<file path="src/logic/memUnitPkg.sv">
`default_nettype none

package memUnitPkg;

   // default widths, the top level passes its own down as parameters
   localparam int AddrW = 10;
   localparam int DataW = 32;
   localparam int PeriodW = 5;

   // number of config fields per port
   localparam int CfgFields = 12;

   typedef logic [DataW-1:0] data_t;
   typedef logic [AddrW-1:0] addr_t;
   typedef logic [PeriodW-1:0] period_t;
   typedef logic [3:0] cfgField_t;

   // config field indices as seen on cfgField
   localparam cfgField_t fldIter = 4'd0;
   localparam cfgField_t fldPer = 4'd1;
   localparam cfgField_t fldDuty = 4'd2;
   localparam cfgField_t fldStart = 4'd3;
   localparam cfgField_t fldShift = 4'd4;
   localparam cfgField_t fldIncr = 4'd5;
   localparam cfgField_t fldDelay = 4'd6;
   localparam cfgField_t fldReverse = 4'd7;
   localparam cfgField_t fldExt = 4'd8;
   localparam cfgField_t fldWrEn = 4'd9;
   localparam cfgField_t fldIter2 = 4'd10;
   localparam cfgField_t fldShift2 = 4'd11;

   typedef enum logic [1:0] {
      stIdle,
      stDelay,
      stRun
   } genState_t;

endpackage

`default_nettype wire
</file>
<file path="src/logic/memCfgIf.sv">
`default_nettype none

interface memCfgIf import memUnitPkg::*; ();

   // loop fields
   addr_t   iter;
   period_t per;
   period_t duty;
   addr_t   start;
   addr_t   shift;
   addr_t   incr;
   period_t delay;

   // port mode bits
   logic    reverse;
   logic    ext;
   logic    wrEn;

   // outer loop
   addr_t   iter2;
   addr_t   shift2;

   modport source (
      output iter, per, duty, start, shift, incr, delay,
      output reverse, ext, wrEn, iter2, shift2
   );

   modport sink (
      input iter, per, duty, start, shift, incr, delay,
      input reverse, ext, wrEn, iter2, shift2
   );

endinterface

`default_nettype wire

</file>
<file path="src/logic/cfgRegs.sv">
`default_nettype none

module cfgRegs import memUnitPkg::*; #(
   parameter int addrW = 10
) (
   input  logic      clk,
   input  logic      rst,
   input  logic      run,
   input  logic      cfgWrite,
   input  logic      cfgPort,
   input  cfgField_t cfgField,
   input  addr_t     cfgData,
   memCfgIf.source   cfgA,
   memCfgIf.source   cfgB
);

   // one word per field, index 0 is port A
   logic [addrW-1:0] shadow [2][CfgFields];
   logic [addrW-1:0] active [2][CfgFields];

   // clip a written value to the width of its field
   function automatic logic [addrW-1:0] truncField(cfgField_t f, logic [addrW-1:0] d);
      logic [addrW-1:0] r;
      case (f)
         fldPer, fldDuty, fldDelay: r = d & addrW'((1 << PeriodW) - 1);
         fldReverse, fldExt, fldWrEn: r = addrW'(d[0]);
         default: r = d;
      endcase
      return r;
   endfunction

   always_ff @(posedge clk or posedge rst) begin
      if (rst) begin
         shadow <= '{default: '0};
         active <= '{default: '0};
      end else begin
         if (cfgWrite && cfgField < CfgFields) begin
            shadow[cfgPort][cfgField] <= truncField(cfgField, cfgData);
         end
         // a write in the run cycle lands in shadow only
         if (run) begin
            active <= shadow;
         end
      end
   end

   assign cfgA.iter    = active[0][fldIter];
   assign cfgA.per     = active[0][fldPer][PeriodW-1:0];
   assign cfgA.duty    = active[0][fldDuty][PeriodW-1:0];
   assign cfgA.start   = active[0][fldStart];
   assign cfgA.shift   = active[0][fldShift];
   assign cfgA.incr    = active[0][fldIncr];
   assign cfgA.delay   = active[0][fldDelay][PeriodW-1:0];
   assign cfgA.reverse = active[0][fldReverse][0];
   assign cfgA.ext     = active[0][fldExt][0];
   assign cfgA.wrEn    = active[0][fldWrEn][0];
   assign cfgA.iter2   = active[0][fldIter2];
   assign cfgA.shift2  = active[0][fldShift2];

   assign cfgB.iter    = active[1][fldIter];
   assign cfgB.per     = active[1][fldPer][PeriodW-1:0];
   assign cfgB.duty    = active[1][fldDuty][PeriodW-1:0];
   assign cfgB.start   = active[1][fldStart];
   assign cfgB.shift   = active[1][fldShift];
   assign cfgB.incr    = active[1][fldIncr];
   assign cfgB.delay   = active[1][fldDelay][PeriodW-1:0];
   assign cfgB.reverse = active[1][fldReverse][0];
   assign cfgB.ext     = active[1][fldExt][0];
   assign cfgB.wrEn    = active[1][fldWrEn][0];
   assign cfgB.iter2   = active[1][fldIter2];
   assign cfgB.shift2  = active[1][fldShift2];

endmodule

`default_nettype wire

</file>
<file path="src/flat_wrapper.sv">
// flat-port wrapper written by rule: the top's interface ports become plain ports
module cfgRegs_flat import memUnitPkg::*;
#(
   parameter int addrW = 10
)
  (clk, rst, run, cfgWrite, cfgPort, cfgField, cfgData, cfgA_iter, cfgA_per, cfgA_duty, cfgA_start, cfgA_shift, cfgA_incr, cfgA_delay, cfgA_reverse, cfgA_ext, cfgA_wrEn, cfgA_iter2, cfgA_shift2, cfgB_iter, cfgB_per, cfgB_duty, cfgB_start, cfgB_shift, cfgB_incr, cfgB_delay, cfgB_reverse, cfgB_ext, cfgB_wrEn, cfgB_iter2, cfgB_shift2);
  memCfgIf cfgA_i ();
  memCfgIf cfgB_i ();
  input  logic clk;
  input  logic rst;
  input  logic run;
  input  logic cfgWrite;
  input  logic cfgPort;
  input  cfgField_t cfgField;
  input  addr_t cfgData;
  output wire logic [$bits(cfgA_i.iter)-1:0] cfgA_iter;
  output wire logic [$bits(cfgA_i.per)-1:0] cfgA_per;
  output wire logic [$bits(cfgA_i.duty)-1:0] cfgA_duty;
  output wire logic [$bits(cfgA_i.start)-1:0] cfgA_start;
  output wire logic [$bits(cfgA_i.shift)-1:0] cfgA_shift;
  output wire logic [$bits(cfgA_i.incr)-1:0] cfgA_incr;
  output wire logic [$bits(cfgA_i.delay)-1:0] cfgA_delay;
  output wire logic [$bits(cfgA_i.reverse)-1:0] cfgA_reverse;
  output wire logic [$bits(cfgA_i.ext)-1:0] cfgA_ext;
  output wire logic [$bits(cfgA_i.wrEn)-1:0] cfgA_wrEn;
  output wire logic [$bits(cfgA_i.iter2)-1:0] cfgA_iter2;
  output wire logic [$bits(cfgA_i.shift2)-1:0] cfgA_shift2;
  output wire logic [$bits(cfgB_i.iter)-1:0] cfgB_iter;
  output wire logic [$bits(cfgB_i.per)-1:0] cfgB_per;
  output wire logic [$bits(cfgB_i.duty)-1:0] cfgB_duty;
  output wire logic [$bits(cfgB_i.start)-1:0] cfgB_start;
  output wire logic [$bits(cfgB_i.shift)-1:0] cfgB_shift;
  output wire logic [$bits(cfgB_i.incr)-1:0] cfgB_incr;
  output wire logic [$bits(cfgB_i.delay)-1:0] cfgB_delay;
  output wire logic [$bits(cfgB_i.reverse)-1:0] cfgB_reverse;
  output wire logic [$bits(cfgB_i.ext)-1:0] cfgB_ext;
  output wire logic [$bits(cfgB_i.wrEn)-1:0] cfgB_wrEn;
  output wire logic [$bits(cfgB_i.iter2)-1:0] cfgB_iter2;
  output wire logic [$bits(cfgB_i.shift2)-1:0] cfgB_shift2;
  assign cfgA_iter = cfgA_i.iter;
  assign cfgA_per = cfgA_i.per;
  assign cfgA_duty = cfgA_i.duty;
  assign cfgA_start = cfgA_i.start;
  assign cfgA_shift = cfgA_i.shift;
  assign cfgA_incr = cfgA_i.incr;
  assign cfgA_delay = cfgA_i.delay;
  assign cfgA_reverse = cfgA_i.reverse;
  assign cfgA_ext = cfgA_i.ext;
  assign cfgA_wrEn = cfgA_i.wrEn;
  assign cfgA_iter2 = cfgA_i.iter2;
  assign cfgA_shift2 = cfgA_i.shift2;
  assign cfgB_iter = cfgB_i.iter;
  assign cfgB_per = cfgB_i.per;
  assign cfgB_duty = cfgB_i.duty;
  assign cfgB_start = cfgB_i.start;
  assign cfgB_shift = cfgB_i.shift;
  assign cfgB_incr = cfgB_i.incr;
  assign cfgB_delay = cfgB_i.delay;
  assign cfgB_reverse = cfgB_i.reverse;
  assign cfgB_ext = cfgB_i.ext;
  assign cfgB_wrEn = cfgB_i.wrEn;
  assign cfgB_iter2 = cfgB_i.iter2;
  assign cfgB_shift2 = cfgB_i.shift2;
  cfgRegs #(.addrW(addrW)) u_core (.clk(clk), .rst(rst), .run(run), .cfgWrite(cfgWrite), .cfgPort(cfgPort), .cfgField(cfgField), .cfgData(cfgData), .cfgA(cfgA_i), .cfgB(cfgB_i));
endmodule
</file>
<file path="config.mk">
export PLATFORM = sky130hd
export DESIGN_NAME = cfgRegs_flat
export DESIGN_NICKNAME = d
export VERILOG_FILES = /design/src/logic/memUnitPkg.sv /design/src/logic/memCfgIf.sv /design/src/logic/cfgRegs.sv /design/src/flat_wrapper.sv
export SDC_FILE = /design/constraint.sdc
export NUM_CORES = 1
export LEC_CHECK = 0
export BUFFER_PORTS_ARGS = -buffer_cell sky130_fd_sc_hd__buf_4
export CORE_MARGIN = 2
export CORE_UTILIZATION = 55
export CTS_CLUSTER_DIAMETER = 30
export DETAILED_ROUTE_END_ITERATION = 8
export GPL_ROUTABILITY_DRIVEN = 0
export PLACE_DENSITY = 0.8
export SLEW_MARGIN = 20
export SYNTH_ARGS = -nofsm -noshare
export SYNTH_HDL_FRONTEND = slang
export SYNTH_SLANG_ARGS = --single-unit
</file>
<file path="constraint.sdc">
create_clock -name clk -period 21.8 [get_ports clk]
set_input_delay 3.27 -clock clk [delete_from_list [all_inputs] [get_ports clk]]
set_output_delay 3.27 -clock clk [all_outputs]
set_load 0.02 [all_outputs]
</file>
# Yosys cells after proc, flatten, opt, wreduce, memory -nomap -nowiden

Cells that the tools add are included.

Output and inout port bits: 156
Register bits: 396
Input bits: 19
Logic and storage cells: 73

Reduce and logical (&&, ||, !) cells: 5
Bitwise operators: 2
$lt $le $gt $ge: 5
Multiplexer cells: 7
Equal/unequal tests: 6

Operators with widths:

| cell                 | count |
|---|---|
| $bwmux W240          | 1 |
| $demux W120 S1       | 1 |
| $mux W120            | 1 |
| $demux W10 S4        | 1 |
| $mux W10             | 2 |
| $pmux W10 S2         | 1 |
| $eq A4 B3 Y1 const B | 2 |
| $eq A4 B4 Y1 const B | 2 |
| $reduce_or A3 Y1     | 2 |
| $ge A5 B5 Y1 const B | 1 |
| $lt A5 B1 Y1 const B | 1 |
| $not A4 Y5           | 1 |
| $eq A4 B1 Y1 const B | 1 |
| $eq A4 B2 Y1 const B | 1 |
| $lt A4 B4 Y1 const B | 1 |
| $logic_and A1 B1 Y1  | 3 |
| $ge A2 B2 Y1 const B | 1 |
| $lt A2 B1 Y1 const B | 1 |
| $not A1 Y2           | 1 |

# Depth between registers and ports, before layout

Gate-level depths: netlist of the first run.

Depth in word-level cells: 8
Depth in mapped cells: 5
Mapped depth without buffers: 3

# Worst setup path before layout of the first run

No wires, ideal clock.

Path type: input port to flip-flop
Start point: in cfgField[2]
End point: reg u_core.shadow[10] (netlist name)
Path slack: 17.278 ns
Setup time: 0.125 ns
Data required time: 21.675 ns
Stages: 5
Arrival time: 4.398 ns
Path through: clkbuf_1 > nand4b_1 > nor3b_1 > buf_4 > mux2_2

Cells in the longest elaborated chain, start to end: 8
Elaborated cells between the ends (all ways): 11
Those cells by class: order compare: 3; mux: 5; bitwise: 1; reduce/logical: 2

Ends and longest elaborated chain:

| element                                                                   | RTL line           | RTL |
|---|---|---|
| start, declared                                                           | flat_wrapper.sv:14 | `input cfgField_t cfgField;` |
| $not A4 Y5 (not written as such)                                          | cfgRegs.sv:38      | `shadow[cfgPort][cfgField] <= truncField(cfgField, cfgData);` |
| $ge A5 B5 Y1 (not written as such) / $lt A5 B1 Y1 (equally long branches) | cfgRegs.sv:38      |  |
| $logic_and A1 B1 Y1 (not written as such)                                 | cfgRegs.sv:38      |  |
| $mux W10 (not written as such)                                            | cfgRegs.sv:38      |  |
| $demux W10 S4                                                             | cfgRegs.sv:38      |  |
| $mux W120 (not written as such)                                           | cfgRegs.sv:38      |  |
| $demux W120 S1                                                            | cfgRegs.sv:38      |  |
| $bwmux W240                                                               | cfgRegs.sv:38      |  |
| end signal, assigned by index                                             | cfgRegs.sv:38      |  |
| end, declared                                                             | cfgRegs.sv:18      | `logic [addrW-1:0] shadow [2][CfgFields];` |

Parallel ways exist; a longest one is shown, timed or not.
A chain may end at the register's enable or synchronous reset.

==> results.sh, run 1 <==
export IMPL_reg2reg_to="u_core.shadow[61]"
export IMPL_endpoint_kind="async pin"
export IMPL_whs_ns=0.4832
export IMPL_fmax_mhz=200.3
export IMPL_n_antenna_cell=0
export IMPL_postCtsSetupBuffers=0
export IMPL_grt_pass1_wl_um=40990
export IMPL_setup_worst_path_start_class="input pin"
export IMPL_grt_max_degree=159
export IMPL_multi_input_area_um2=3816
export IMPL_drive_above_1_share_pct=62.94
export IMPL_final_nets=910
export IMPL_wl_per_cell_um=21.69
export IMPL_register_area_um2=7807
export IMPL_arrival_ns=5.52
export IMPL_postRouteAntennaNets=0
export IMPL_min_path_cells=1
export IMPL_drt_pass1_iter_count=4
export IMPL_postSynthAreaPerCell_um2=16.87
export IMPL_postLayoutCoreUtil_pct=71.80
export IMPL_clk_pin_slew_ns=0.05
export IMPL_ios=175
export IMPL_die_w_um=150.7
export IMPL_crit_chain="buf_4 > clkinv_8 > buf_6 > buf_4"
export IMPL_crit_buf_inv=4
export IMPL_syn_nets=720
export IMPL_synthToLayoutAreaGrowth_pct=28.00
export IMPL_worst_slack_ns=16.81
export IMPL_clk_latency_ns=0.54
export IMPL_synth_edf_count=0
export IMPL_reg2reg_from="u_core.shadow[61]"
export IMPL_fp_row_count=53
export IMPL_place_ws_ns=15.67
export IMPL_clock_path_buffers=3
export IMPL_ir_drop_uv=85.90
export IMPL_initial_core_util_pct=56.09
export IMPL_cpMaxStageDelayCell="buf_4"
export IMPL_critical_path_class="input pin to async pin"
export IMPL_hold_path_startpoint="u_core.shadow[63]"
export IMPL_crit_family="buffers and inverters"
export IMPL_finalSetupViolCount=0
export IMPL_vias=6523
export IMPL_place_hpwl_um=15600
export IMPL_maxCapViolations=0
export IMPL_path_max_fanout=158
export IMPL_grt_usage_pct=23.85
export IMPL_maxSlewViolCount=0
export IMPL_crit_path_max_incr_delay_ns=0.84
export IMPL_cts_sinks=312
export IMPL_r2r_cells=1
export IMPL_holdBufCountCts=0
export IMPL_outcome="completed"
export IMPL_drc_errors=0
export IMPL_numPortBuffers=174
export IMPL_grt_ovfl_total=0
export IMPL_cts_resized_gates=0
export IMPL_yosysWarnings=0
export IMPL_ys_ff_latch=312
export IMPL_drt_total_wl_um=26160
export IMPL_syn_area_um2=11830
export IMPL_rsz0062_at_grt="false"
export IMPL_drt_iter0_markers=255
export IMPL_synthArstFlopShare_pct=100.0
export IMPL_slew_headroom_pct=35.33
export IMPL_min_period_over_period_pct=22.90
export IMPL_hold_path_end="u_core.shadow[63]"
export IMPL_fillCellCount=1291
export IMPL_grt_antenna_before_repair=0
export IMPL_crit_required_ns=22.33
export IMPL_netlist_instances=701
export IMPL_rrSetupSlack_ns=20.99
export IMPL_tns_ns=0
export IMPL_root_buffer="clkbuf_16"
export IMPL_cts_buffers=49
export IMPL_die_area_um2=22700
export IMPL_power_density_nw_per_um2=129.3
export IMPL_h_tree_depth=2
export IMPL_power_leakage_uw=0.007431
export IMPL_clock_skew_ns=0.01074
export IMPL_grt_pass1_vias=7309
export IMPL_worst_pin_slew_ns=0.9658
export IMPL_period_minus_slack_ns=4.992
export IMPL_synth_seq_area_share_pct=66.00
export IMPL_cts_tree="yes"
export IMPL_hold_viol_final=0
export IMPL_design_core_area_um2=21090
export IMPL_ys_types=25
export IMPL_fp_dieH_um=150.7
export IMPL_final_cells=1206
export IMPL_dp_cells=1114
export IMPL_hold_class="register to register"
export IMPL_synth_flop_cell="dfrtp_1"
export IMPL_vias_per_cell=5.409
export IMPL_crit_top_cell="buf_4"
cells in the final DEF, fill, tap and decap left out, types with 3 or more instances in the layout:
cell | netlist | layout
mux2_2 | 297 | 297
bufinv_16 | 0 | 7
nand2_1 | 8 | 8
clkbuf_8 | 0 | 11
clkinv_2 | 0 | 7
clkbuf_16 | 0 | 51
clkbuf_1 | 16 | 3
nor2_1 | 3 | 3
inv_6 | 0 | 5
nand2_2 | 4 | 4
buf_4 | 3 | 176
and4bb_2 | 3 | 3
dfrtp_1 | 312 | 312
clkinv_4 | 0 | 4
and3_1 | 4 | 4
mux2_1 | 5 | 5
mux2_4 | 10 | 10
cell usage after synthesis (2+ instances only):
cell      instances  area [um^2]
buf_4             3        22.52
nand2_1           8        30.03
mux2_1            5        56.30
buf_6             3        33.78
nor2_1            3        11.26
mux2_2          297         3344
clkbuf_1         16        60.06
dfrtp_1         312         7807
and4bb_2          3        37.54
nor3b_1           3        22.52
and3_1            4        25.02
buf_2            18        90.09
nand3b_1          2        15.01
mux2_4           10        150.1
nand2_2           4        25.02
routing by layer:
metal,vias to the layer above,track usage (%),wire length [um]
li1,2876,-,-
met1,3459,30.13,10680
met2,145,41.77,13920
met3,43,4.273,1047
met4,0,7.991,516
met5,-,0,0
report_power, final:
part | total (uW) | internal [uW] | switching [uW]
logic | 355 | 180 | 175
registers | 778 | 703 | 74.9
clock network | 825 | 550 | 275
per-stage QoR:
stage / power, uW / cell area [um^2]
after floorplan: 975.4 / 11830
after global placement: 1120 / 13320
after CTS: 1971 / 15110
after global routing: 2030 / 15140
after detailed placement: 1139 / 13320
final: 1957 / 15140
how the worst max path moves through the flow:
stage / start / end / slack (ns) / depth (start not counted)
floorplan: rst / u_core.cfgA.delay[0] / 9.90 / 1
global placement: rst / u_core.cfgA.shift2[5] / 15.85 / 4
detailed placement: rst / u_core.cfgA.shift2[5] / 15.67 / 4
CTS: rst / u_core.shadow[127] / 16.19 / 4
global route: rst / u_core.shadow[125] / 16.36 / 4
finish: rst / u_core.shadow[94] / 16.81 / 4
area by class of cell:
cell class	count	area share, %
flip-flops and latches	312	51.57
multi-input cells	348	25.20
clock buffers	65	9.503
repair buffers	179	9.008
clock inverters	26	2.339
well taps	275	2.273
inverters	1	0.1074
state kept, by name, indices dropped and copies added (netlist names), 10 cells and up:
signal	count
u_core.cfgA.start	10
u_core.cfgA.iter2	10
u_core.cfgA.shift	10
u_core.cfgB.iter	10
u_core.cfgB.shift	10
u_core.shadow	156
u_core.cfgB.start	10
u_core.cfgA.shift2	10
u_core.cfgB.incr	10
u_core.cfgA.iter	10
u_core.cfgB.iter2	10
u_core.cfgA.incr	10
u_core.cfgB.shift2	10
logic make-up after synthesis:
kind of cell / synth area share (%)
buffers and inverters: 1.777
DFF: 66.00
muxes: 30.02
and+or+nand+nor: 2.200
No activity file was read; power rests on OpenSTA's default activity.
==> run 2, diff against run 1 <==
==> constraint.sdc (replaced) <==
create_clock -name clk -period 4.7 [get_ports clk]
set_input_delay 0.705 -clock clk [delete_from_list [all_inputs] [get_ports clk]]
set_output_delay 0.705 -clock clk [all_outputs]
set_load 0.02 [all_outputs]
==> run 2 against run 1 <==
Against the previous run:
- combinational power rose to 4.7 times the previous value
- sequential cell count did not move
- final cell count rose by 0.91%
- clock power rose to 4.8 times the previous value
- critical path depth fell by 1
- register-to-register slack got worse by 17 ns
- sequential share of layout area fell by 0.48 points
- total power rose to 4.7 times the previous value
- via count rose by 0.80%
- clock skew fell by 0.0036 ns
- largest cell class unchanged
- highest routed layer unchanged
==> results.sh, run 2 (synthesis gave the netlist of run 1 again) <==
export IMPL_outcome="completed"
export IMPL_power_density_nw_per_um2=605.7
export IMPL_drt_total_wl_um=26710
export IMPL_hold_class="input pin to async pin"
export IMPL_power_frac_seq_pct=39.0
export IMPL_n_antenna_cell=0
export IMPL_drt_met1_wl_um=10770
export IMPL_numPortBuffers=174
export IMPL_vias=6575
export IMPL_wl_met2_um=13950
export IMPL_cts_sinks=312
export IMPL_reg2reg_to="u_core.cfgA.iter2[3]"
export IMPL_fmax_mhz=509.0
export IMPL_path_max_fanout=92
export IMPL_rrSetupSlack_ns=3.89
export IMPL_grt_pass1_vias=7270
export IMPL_postLayoutCoreUtil_pct=72.47
export IMPL_initial_core_util_pct=56.09
export IMPL_crit_buf_inv=2
export IMPL_clock_skew_ns=0.007175
export IMPL_p_int_uw=6791
export IMPL_drc_errors=0
export IMPL_drt_pass1_iter_count=4
export IMPL_hold_viol_final=0
export IMPL_setup_worst_path_start_class="input pin"
export IMPL_synthToLayoutAreaGrowth_pct=29.19
export IMPL_place_ws_ns=2.210
export IMPL_drt_iter0_markers=311
export IMPL_crit_chain="buf_6 > buf_4 > mux2_2"
export IMPL_power_frac_clock_pct=43.1
export IMPL_layout_commonest_cell="dfrtp_1"
export IMPL_crit_family="buffers and inverters"
export IMPL_period_minus_slack_ns=1.965
export IMPL_clk_pin_slew_ns=0.05
export IMPL_power_leakage_uw=0.007480
export IMPL_layout_common_cells="312 x dfrtp_1, 297 x mux2_2, 176 x buf_4"
export IMPL_largest_reg_flops=156
export IMPL_drive_above_1_share_pct=63.06
export IMPL_final_nets=917
export IMPL_slew_headroom_pct=33.47
export IMPL_tns_ns=0
export IMPL_dr_max_layer_used="met4"
export IMPL_ios=175
export IMPL_worst_slack_ns=2.735
export IMPL_grt_pass1_wl_um=41540
export IMPL_cts_tree="yes"
export IMPL_vias_per_cell=5.403
export IMPL_cts_buffers=55
export IMPL_critical_path_class="input pin to register"
export IMPL_arrival_ns=2.39
export IMPL_r2r_cells=1
export IMPL_cts_resized_gates=0
export IMPL_maxCapViolations=0
export IMPL_wl_per_cell_um=21.95
export IMPL_postRouteAntennaNets=0
export IMPL_place_hpwl_um=16370
export IMPL_fp_row_count=53
export IMPL_clock_path_buffers=3
export IMPL_cpMaxStageDelayCell="buf_6"
export IMPL_p_sw_share_pct=26.63
export IMPL_die_w_um=150.7
export IMPL_grt_max_degree=101
export IMPL_clk_latency_ns=0.55
export IMPL_rsz0062_at_grt="false"
export IMPL_p_sw_uw=2465
export IMPL_crit_required_ns=5.12
export IMPL_root_buffer="clkbuf_16"
export IMPL_design_core_area_um2=21090
export IMPL_p_total_uw=9256
export IMPL_endpoint_kind="register"
export IMPL_fp_dieH_um=150.7
export IMPL_crit_path_max_incr_delay_ns=0.63
export IMPL_grt_usage_pct=24.17
export IMPL_finalSetupViolCount=0
export IMPL_h_tree_depth=2
export IMPL_grt_antenna_before_repair=1
export IMPL_die_area_um2=22700
export IMPL_fillCellCount=1268
export IMPL_worst_pin_slew_ns=0.9959
export IMPL_combPwrFrac_pct=17.9
export IMPL_maxSlewViolCount=0
export IMPL_min_period_over_period_pct=41.80
export IMPL_ir_drop_uv=317.2
export IMPL_postCtsSetupBuffers=0
export IMPL_reg2reg_from="u_core.cfgA.iter2[3]"
export IMPL_holdBufCountCts=0
export IMPL_wl_met3_um=1175
export IMPL_top_register="u_core.shadow"
export IMPL_grt_ovfl_total=0
[run 2: cell count changes in the layout (fill, tap and decap cells not counted), moves of 2 or more]
cell,previous run,this run
clkbuf_8,11,14
clkbuf_16,51,55
inv_8,2,0
clkbuf_1,3,6
inv_6,5,3
clkinvlp_4,1,6
buf_12,1,3
[run 2: worst max path at each step]
stage | endpoint | slack [ns] | depth (start not counted) | startpoint
4_1_cts | u_core.cfgA.iter2[4] | 2.76 | 3 | run
3_5_place_dp | u_core.cfgB.iter[6] | 2.21 | 3 | run
3_3_place_gp | u_core.shadow[14] | 2.27 | 4 | cfgField[2]
6_report | u_core.cfgA.iter2[4] | 2.74 | 3 | run
2_1_floorplan | u_core.cfgA.delay[0] | -0.16 | 1 | rst
5_1_grt | u_core.cfgA.iter2[4] | 2.66 | 3 | run
[run 2: layout make-up]
| type | instances | area, um^2 | share of cell area [%] |
|---|---|---|---|
| multi-input combinational | 348 | 3816 | 24.97 |
| clock buffer | 75 | 1592 | 10.41 |
| clock inverter | 26 | 322.8 | 2.112 |
| sequential | 312 | 7807 | 51.09 |
| timing repair buffer | 180 | 1393 | 9.112 |
| inverter | 1 | 7.507 | 0.04912 |
| tap | 275 | 344.1 | 2.252 |
[run 2: metrics by stage]
| step | hold WS [ns] | instance area (um^2) | std cells |
|---|---|---|---|
| finish | 0.3880 | 15280 | 1217 |
| CTS | 0.4026 | 15280 | 1217 |
| global route | 0.4548 | 15280 | 1217 |
| floorplan | 0.4522 | 11830 | 701 |
| detailed placement | 0.4823 | 13370 | 1116 |
| global placement | 0.4635 | 13370 | 1116 |
[run 2: layer usage]
layer	track usage [%]	vias up
met1	29.89	3459
met2	42.32	168
met4	8.879	0
met3	4.758	62
met5	0	-
li1	-	2886
[run 2: power groups by stage]
stage               clock network, uW  logic (uW)  registers [uW]
floorplan                           0         612            3910
CTS                              4030        1690            3610
detailed placement                  0        1670            3630
global placement                    0        1610            3590
global route                     4170        1760            3670
finish                           3990        1660            3610
